### config.mk
export PLATFORM = sky130hd
export DESIGN_NAME = smc_mac_top
export DESIGN_NICKNAME = d
export VERILOG_FILES = /design/src/verilog/smc_ctrl_pkg.sv /design/src/verilog/smc_size_pkg.sv /design/src/verilog/smc_access_seq.sv /design/src/verilog/smc_cfg_regs.sv /design/src/verilog/smc_data_path.sv /design/src/verilog/smc_mac_top.sv
export SDC_FILE = /design/constraint.sdc
export NUM_CORES = 1
export LEC_CHECK = 0
export BUFFER_PORTS_ARGS = -buffer_cell sky130_fd_sc_hd__buf_2
export CAP_MARGIN = 40
export CORE_MARGIN = 2
export CORE_UTILIZATION = 54
export CTS_CLUSTER_SIZE = 25
export DETAILED_ROUTE_END_ITERATION = 16
export PLACE_DENSITY = 0.88
export SLEW_MARGIN = 15
export SYNTH_ARGS = -nofsm -noshare
export SYNTH_HDL_FRONTEND = slang
export SYNTH_SLANG_ARGS = --single-unit
### constraint.sdc
create_clock -name sys_clk6 -period 6.5 [get_ports sys_clk6]
set_input_delay 0 -clock sys_clk6 [delete_from_list [all_inputs] [get_ports sys_clk6]]
set_output_delay 0 -clock sys_clk6 [all_outputs]
set_load 0.02 [all_outputs]
### src/verilog/smc_ctrl_pkg.sv
package smc_ctrl_pkg;

  // ------------------------------------------------------------------------
  // sequencer control types
  // ------------------------------------------------------------------------

  typedef enum logic [1:0] {
    S_IDLE  = 2'b00,                          // waiting for a host request
    S_ISSUE = 2'b01,                          // issuing accesses while credits last
    S_DRAIN = 2'b10,                          // reads out, waiting for returns
    S_DONE  = 2'b11                           // done pulse
  } seq_state_e;

  typedef enum logic {
    OP_READ  = 1'b0,
    OP_WRITE = 1'b1
  } acc_op_e;

  localparam int CREDIT_W = 3;                // holds 0..7

  typedef logic [CREDIT_W-1:0] credit_t;

endpackage

### src/verilog/smc_size_pkg.sv
package smc_size_pkg;

  // ------------------------------------------------------------------------
  // transfer and external bus sizes
  // ------------------------------------------------------------------------

  localparam int DATA_W = 32;                 // host and external data width

  typedef enum logic [1:0] {
    SIZE_8    = 2'b00,
    SIZE_16   = 2'b01,
    SIZE_32   = 2'b10,
    SIZE_RSVD = 2'b11                         // never a legal size
  } xfer_size_e;

  typedef logic [1:0] acc_cnt_t;              // access index, 3 down to 0

  // last access index for a transfer on a bus, i.e. accesses minus one
  function automatic acc_cnt_t num_accesses(xfer_size_e xfer, xfer_size_e bus);
    logic [1:0] diff;
    if (xfer <= bus)
      return '0;                              // fits in a single access
    diff = xfer - bus;                        // log2 of the access count
    return acc_cnt_t'((4'd1 << diff) - 4'd1);
  endfunction

  // lanes a transfer of this size actually carries
  function automatic logic [DATA_W-1:0] size_mask(xfer_size_e xfer);
    unique case (xfer)
      SIZE_8:  return 32'h0000_00ff;
      SIZE_16: return 32'h0000_ffff;
      default: return 32'hffff_ffff;
    endcase
  endfunction

endpackage
### src/verilog/smc_access_seq.sv
`timescale 1ns/1ps

module smc_access_seq
  import smc_size_pkg::*;
  import smc_ctrl_pkg::*;
#(
  parameter int CREDIT_MAX = 4                // 1..7
)
(
  input  logic       sys_clk6,
  input  logic       n_sys_reset6,
  input  logic       req_valid,
  input  acc_op_e    req_op,
  input  xfer_size_e req_size,
  input  xfer_size_e bus_size,
  output logic       req_ready,
  output logic       busy,
  output xfer_size_e cur_size,
  output xfer_size_e cur_bus,
  output acc_op_e    cur_op,
  output acc_cnt_t   issue_idx,
  output logic       issue_fire,
  output acc_cnt_t   ret_idx,
  output logic       ret_fire,
  output logic       done,
  output logic       mem_valid,
  output acc_op_e    mem_op,
  input  logic       mem_credit,
  input  logic       mem_rvalid
);

  seq_state_e state;
  credit_t    credits;                        // accesses the memory can still take

  assign req_ready  = (state == S_IDLE);
  assign busy       = (state == S_ISSUE) || (state == S_DRAIN);  // S_DONE lets cfg land
  assign issue_fire = (state == S_ISSUE) && (credits != '0);
  assign ret_fire   = busy && mem_rvalid && (cur_op == OP_READ);
  assign done       = (state == S_DONE);
  assign mem_valid  = issue_fire;
  assign mem_op     = cur_op;

  // ------------------------------------------------------------------------
  // FSM, size snapshot and issue counter
  // ------------------------------------------------------------------------

  always_ff @(posedge sys_clk6 or negedge n_sys_reset6)
  begin
    if (!n_sys_reset6)
    begin
      state     <= S_IDLE;
      cur_size  <= SIZE_8;
      cur_bus   <= SIZE_32;
      cur_op    <= OP_READ;
      issue_idx <= '0;
    end
    else
    begin
      unique case (state)
        S_IDLE:
          if (req_valid)
          begin
            state     <= S_ISSUE;
            cur_size  <= req_size;
            cur_bus   <= bus_size;            // width frozen for the whole transfer
            cur_op    <= req_op;
            issue_idx <= num_accesses(req_size, bus_size);  // msb part first
          end
        S_ISSUE:
          if (issue_fire)
          begin
            if (issue_idx == '0)
              state <= (cur_op == OP_READ) ? S_DRAIN : S_DONE;  // writes finish here
            else
              issue_idx <= issue_idx - 1'b1;
          end
        S_DRAIN:
          if (ret_fire && (ret_idx == '0))
            state <= S_DONE;                  // last read back
        S_DONE:
          state <= S_IDLE;
      endcase
    end
  end

  // return counter, read data comes back in issue order
  always_ff @(posedge sys_clk6 or negedge n_sys_reset6)
  begin
    if (!n_sys_reset6)
      ret_idx <= '0;
    else if (req_valid && req_ready)
      ret_idx <= num_accesses(req_size, bus_size);
    else if (ret_fire && (ret_idx != '0))
      ret_idx <= ret_idx - 1'b1;
  end

  // credit pool, independent of the FSM since write credits may trail done
  always_ff @(posedge sys_clk6 or negedge n_sys_reset6)
  begin
    if (!n_sys_reset6)
      credits <= credit_t'(CREDIT_MAX);
    else
      credits <= credits + credit_t'(mem_credit) - credit_t'(issue_fire);
  end

  a_no_issue_dry: assert property (@(posedge sys_clk6) disable iff (!n_sys_reset6)
    mem_valid |-> (credits != '0));

  a_credit_max: assert property (@(posedge sys_clk6) disable iff (!n_sys_reset6)
    credits <= credit_t'(CREDIT_MAX));

  a_req_size_legal: assert property (@(posedge sys_clk6) disable iff (!n_sys_reset6)
    (req_valid && req_ready) |-> (req_size != SIZE_RSVD));

endmodule

### src/verilog/smc_cfg_regs.sv
`timescale 1ns/1ps

module smc_cfg_regs
  import smc_size_pkg::*;
(
  input  logic       sys_clk6,
  input  logic       n_sys_reset6,
  input  logic       cfg_we,
  input  xfer_size_e cfg_bus_size,
  input  logic       busy,                    // transfer in progress
  output xfer_size_e bus_size
);

  logic       pend_valid;                     // write parked during a transfer
  xfer_size_e pend_size;
  logic       wr_ok;

  assign wr_ok = cfg_we && (cfg_bus_size != SIZE_RSVD);  // reserved code dropped

  always_ff @(posedge sys_clk6 or negedge n_sys_reset6)
  begin
    if (!n_sys_reset6)
    begin
      bus_size   <= SIZE_32;                  // full width out of reset
      pend_valid <= 1'b0;
      pend_size  <= SIZE_32;
    end
    else if (wr_ok && !busy)
    begin
      bus_size   <= cfg_bus_size;             // idle, straight in
      pend_valid <= 1'b0;                     // newer write wins over a parked one
    end
    else if (wr_ok)
    begin
      pend_valid <= 1'b1;                     // later write replaces earlier
      pend_size  <= cfg_bus_size;
    end
    else if (pend_valid && !busy)
    begin
      bus_size   <= pend_size;                // apply once the transfer is over
      pend_valid <= 1'b0;
    end
  end

  a_bus_size_legal: assert property (@(posedge sys_clk6) disable iff (!n_sys_reset6)
    bus_size != SIZE_RSVD);

endmodule

### src/verilog/smc_data_path.sv
`timescale 1ns/1ps

module smc_data_path
  import smc_size_pkg::*;
  import smc_ctrl_pkg::*;
(
  input  logic              sys_clk6,
  input  logic              n_sys_reset6,
  input  xfer_size_e        cur_size,
  input  xfer_size_e        cur_bus,
  input  acc_op_e           cur_op,
  input  acc_cnt_t          issue_idx,
  input  logic              issue_fire,
  input  acc_cnt_t          ret_idx,
  input  logic              ret_fire,
  input  logic [DATA_W-1:0] req_wdata,       // host holds it until done
  input  logic [DATA_W-1:0] mem_rdata,
  output logic [DATA_W-1:0] mem_wdata,
  output logic [DATA_W-1:0] rd_data
);

  logic [DATA_W-1:0] wr_part;                 // current part on the low lanes
  logic [DATA_W-1:0] rd_store;                // assembled read bytes
  logic [4:0]        wr_byte_ofs;             // bit offset for an 8-bit bus
  logic [4:0]        wr_half_ofs;             // bit offset for a 16-bit bus
  logic [4:0]        rd_byte_ofs;
  logic [4:0]        rd_half_ofs;

  // index k names byte k or halfword k of the host word
  assign wr_byte_ofs = {issue_idx, 3'b000};
  assign wr_half_ofs = {issue_idx[0], 4'b0000};
  assign rd_byte_ofs = {ret_idx, 3'b000};
  assign rd_half_ofs = {ret_idx[0], 4'b0000};

  // ------------------------------------------------------------------------
  // write steering
  // ------------------------------------------------------------------------

  always_comb
  begin
    wr_part = '0;                             // unused lanes stay zero
    unique case (cur_bus)
      SIZE_8:
        wr_part[7:0] = req_wdata[wr_byte_ofs +: 8];
      SIZE_16:
        wr_part[15:0] = req_wdata[wr_half_ofs +: 16];
      default:
        wr_part = req_wdata;                  // one full-width access
    endcase
  end

  // narrow transfer on a wide bus only drives its own low lanes
  assign mem_wdata = (issue_fire && (cur_op == OP_WRITE)) ?
                     (wr_part & size_mask(cur_size)) : '0;

  // ------------------------------------------------------------------------
  // read assembly
  // ------------------------------------------------------------------------

  always_ff @(posedge sys_clk6 or negedge n_sys_reset6)
  begin
    if (!n_sys_reset6)
      rd_store <= '0;
    else if (ret_fire)
    begin
      unique case (cur_bus)
        SIZE_8:
          rd_store[rd_byte_ofs +: 8] <= mem_rdata[7:0];
        SIZE_16:
          rd_store[rd_half_ofs +: 16] <= mem_rdata[15:0];
        default:
          rd_store <= mem_rdata;              // whole word in one go
      endcase
    end
  end

  // ------------------------------------------------------------------------
  // read output, narrow results copied across the host word
  // ------------------------------------------------------------------------

  always_comb
  begin
    unique case (cur_size)
      SIZE_8:
        rd_data = {4{rd_store[7:0]}};
      SIZE_16:
        rd_data = {2{rd_store[15:0]}};
      default:
        rd_data = rd_store;
    endcase
  end

endmodule

### src/verilog/smc_mac_top.sv
`timescale 1ns/1ps

module smc_mac_top
  import smc_size_pkg::*;
  import smc_ctrl_pkg::*;
#(
  parameter int CREDIT_MAX = 4                // memory side outstanding limit
)
(
  input  logic              sys_clk6,
  input  logic              n_sys_reset6,
  // host side
  input  logic              req_valid,
  input  acc_op_e           req_op,
  input  xfer_size_e        req_size,
  input  logic [DATA_W-1:0] req_wdata,
  output logic              req_ready,
  output logic              done,
  output logic [DATA_W-1:0] rd_data,
  // configuration
  input  logic              cfg_we,
  input  xfer_size_e        cfg_bus_size,
  // external memory side
  output logic              mem_valid,
  output acc_op_e           mem_op,
  output logic [DATA_W-1:0] mem_wdata,
  input  logic              mem_credit,
  input  logic              mem_rvalid,
  input  logic [DATA_W-1:0] mem_rdata
);

  logic       busy;
  xfer_size_e bus_size;                       // live config value
  xfer_size_e cur_size;                       // per-transfer snapshot
  xfer_size_e cur_bus;
  acc_op_e    cur_op;
  acc_cnt_t   issue_idx;
  logic       issue_fire;
  acc_cnt_t   ret_idx;
  logic       ret_fire;

  smc_cfg_regs u_cfg_regs (
    .sys_clk6     (sys_clk6),
    .n_sys_reset6 (n_sys_reset6),
    .cfg_we       (cfg_we),
    .cfg_bus_size (cfg_bus_size),
    .busy         (busy),
    .bus_size     (bus_size)
  );

  smc_access_seq #(
    .CREDIT_MAX (CREDIT_MAX)
  ) u_access_seq (
    .sys_clk6     (sys_clk6),
    .n_sys_reset6 (n_sys_reset6),
    .req_valid    (req_valid),
    .req_op       (req_op),
    .req_size     (req_size),
    .bus_size     (bus_size),
    .req_ready    (req_ready),
    .busy         (busy),
    .cur_size     (cur_size),
    .cur_bus      (cur_bus),
    .cur_op       (cur_op),
    .issue_idx    (issue_idx),
    .issue_fire   (issue_fire),
    .ret_idx      (ret_idx),
    .ret_fire     (ret_fire),
    .done         (done),
    .mem_valid    (mem_valid),
    .mem_op       (mem_op),
    .mem_credit   (mem_credit),
    .mem_rvalid   (mem_rvalid)
  );

  smc_data_path u_data_path (
    .sys_clk6     (sys_clk6),
    .n_sys_reset6 (n_sys_reset6),
    .cur_size     (cur_size),
    .cur_bus      (cur_bus),
    .cur_op       (cur_op),
    .issue_idx    (issue_idx),
    .issue_fire   (issue_fire),
    .ret_idx      (ret_idx),
    .ret_fire     (ret_fire),
    .req_wdata    (req_wdata),
    .mem_rdata    (mem_rdata),
    .mem_wdata    (mem_wdata),
    .rd_data      (rd_data)
  );

endmodule

==> flow_summary.json <==
{
  "crit_type": "register to register",
  "clk_latency_ps": 320,
  "vias": 3864,
  "grt_usage": 0.290,
  "tightest_slew_ps": 829,
  "grt_pass1_vias": 3671,
  "yosysWarningCount": 0,
  "totalNegativeSetupSlack_ps": 0,
  "synth_cell_types": 50,
  "hold_path_class": "input port to register",
  "ys_ff_latch": 51,
  "end_kind": "register",
  "place_ws_ps": 3680,
  "rsz0062_at_grt": "false",
  "max-vdd-ir-drop_v": 0.000364,
  "hold_viol": 0,
  "cts_resized": 0,
  "die_w_um": 88.4,
  "layout-drive-gt1-share": 0.374,
  "leakage_nw": 2.28,
  "start_util": 0.563,
  "grt_pass1_wl_um": 17600,
  "antenna_found_initial": 0,
  "die_area_um2": 7810,
  "synth_nets": 496,
  "numCtsBuffers": 5,
  "holdPathStages": 3,
  "syn_inst": 405,
  "syn_area_um2": 3840,
  "ios": 143,
  "ctsHoldBuffers": 13,
  "slew_violations": 0,
  "core_region_area_um2": 6830,
  "place.gp.congestion": 0.915,
  "setup_viol": 0,
  "root_buffer": "clkbuf_8",
  "cts.sinks": 51,
  "firstDrtPassIters": 5,
  "wire_per_inst_um": 17.9,
  "grt.overflow.total": 0,
  "ff2ff_path_depth": 6,
  "totalWireLength_um": 11300,
  "max_freq_ghz": 0.347,
  "hpwl_um": 8270,
  "fin_skew_ps": 13.6,
  "row_count": 30,
  "crit_start": "u_access_seq.state[1]",
  "largest_register_ff_count": 32,
  "drt_iter0_markers": 354,
  "final_antenna_net_count": 0,
  "setup_slack_ps": 3610,
  "hp-start": "req_size[0]",
  "critical_path_arrival_ps": 3130,
  "synth_ff_type": "dfrtp_1",
  "top_regs": "u_data_path.rd_store: 32 flops, u_access_seq.credits: 3 flops",
  "port_buffers": 142,
  "num_antenna_cells": 0,
  "syn_avg_cell_area_um2": 9.49,
  "p_per_area_nw_per_um2": 485,
  "regMostFlops": "u_data_path.rd_store",
  "period_needed_ps": 2890,
  "drc": 0,
  "post-cts-setup-buffer-count": 0,
  "grt_max_degree": 52,
  "mostFrequentLayoutCells": "buf_2, dfrtp_1, nor2_1",
  "status": "finished, final reports clean",
  "final_nets": 625,
  "path_max_fanout": 34,
  "die_height_um": 88.4,
  "synth_edf_count": 0,
  "final_common_cell": "buf_2",
  "htreeDepth": 2,
  "cts_tree": "yes",
  "max_cap_viol_count": 0,
  "maxSlewHeadroom": 0.447,
  "async_flop_share": 1.00,
  "clkTransAtPathRegs_ps": 90,
  "reg2reg_from": "u_access_seq.state[1]",
  "ys_seq_area_frac": 0.333,
  "routed_via_density": 6.12,
  "area.growth.synth_to_final_pct": 23.8,
  "clock_path_buffers": 2,
  "start_kind": "register",
  "fin_crit_sh": 0.444,
  "required_ps": 6750
}
path summary, 6_finish.rpt:
| kind | endpoint | slack (ps) |
|---|---|---|
| max | u_data_path.rd_store[17] | 3610 |
| min | u_access_seq.cur_size[0] | 5 |
| min reg2reg | u_data_path.rd_store[18] | 520 |
| min in group asynchronous | u_data_path.rd_store[27] | 320 |
| max reg2reg | u_data_path.rd_store[17] | 3610 |
| max in group asynchronous | u_cfg_regs.pend_valid | 5730 |
logic make-up after synthesis:
logic type               after synthesis  synth area share
AO/OA/AOI/OAI                        129             0.255
AND/OR/NAND/NOR                      116             0.160
buffers and inverters                 54            0.0631
flip-flops                            51             0.333
multiplexers                          36             0.126
adder cells (fa/ha/maj)               16            0.0560
XOR/XNOR                               3           0.00683
synth_stat cells, types with 4 or more instances:
cell | n | share of area
a221o_1 | 16 | 0.042
mux4_2 | 8 | 0.047
mux2_2 | 20 | 0.059
buf_2 | 8 | 0.010
a2111oi_0 | 8 | 0.018
and2_1 | 16 | 0.026
o2bb2ai_1 | 8 | 0.018
inv_1 | 16 | 0.016
o22ai_1 | 10 | 0.016
a22o_1 | 8 | 0.018
o21ai_0 | 19 | 0.025
nor2b_1 | 11 | 0.018
nor2_1 | 46 | 0.045
clkbuf_1 | 19 | 0.019
nand2_1 | 19 | 0.019
dfstp_2 | 4 | 0.027
dfrtp_1 | 47 | 0.31
a21oi_1 | 7 | 0.0091
nand2b_1 | 5 | 0.0081
or2_2 | 6 | 0.0098
ha_1 | 14 | 0.046
mux2i_1 | 8 | 0.021
a2bb2oi_1 | 9 | 0.021
a22oi_1 | 32 | 0.062
buf_4 | 8 | 0.016
per-stage QoR:
stage	instances	power, mW	area (um^2)	hold WS, ps	utilization
after floorplan	405	1.73	3840	-296	-
after CTS	630	2.29	4750	0.361	0.695
after detailed placement	609	2.09	4520	154	0.662
final	631	2.31	4760	4.67	0.697
after global placement	607	2.01	4500	144	0.659
after global routing	631	2.48	4760	8.85	0.697
routing by layer:
metal | share of wire | vias to the layer above | GRT usage
li1 | - | 1767 | -
met1 | 0.40 | 1850 | 0.389
met2 | 0.50 | 218 | 0.483
met3 | 0.073 | 29 | 0.0382
met4 | 0.027 | 0 | 0.105
met5 | 0 | - | 0
report_power, final:
group / switching, mW / internal, mW / leakage (nW)
Sequential: 0.214 / 0.469 / 0.632
Clock: 0.114 / 0.0772 / 0.0408
Combinational: 0.794 / 0.642 / 1.61
Total: 1.12 / 1.19 / 2.28
cell type report:
class	instances	area, um^2
Fill cell	553	2070
Multi-Input combinational cell	300	2320
Timing Repair Buffer	159	882
Inverter	17	63.8
Clock buffer	5	68.8
Tap cell	96	120
Sequential cell	51	1280
Clock inverter	3	23.8
critical path, stage by stage, from the launching register on:
cell      delay (ps)
dfrtp_1          420
inv_1             80
ha_1             410
nand3b_2         550
or3_4            590
nor4b_4          520
a221o_1          240
No activity file was read; power rests on OpenSTA's default activity.
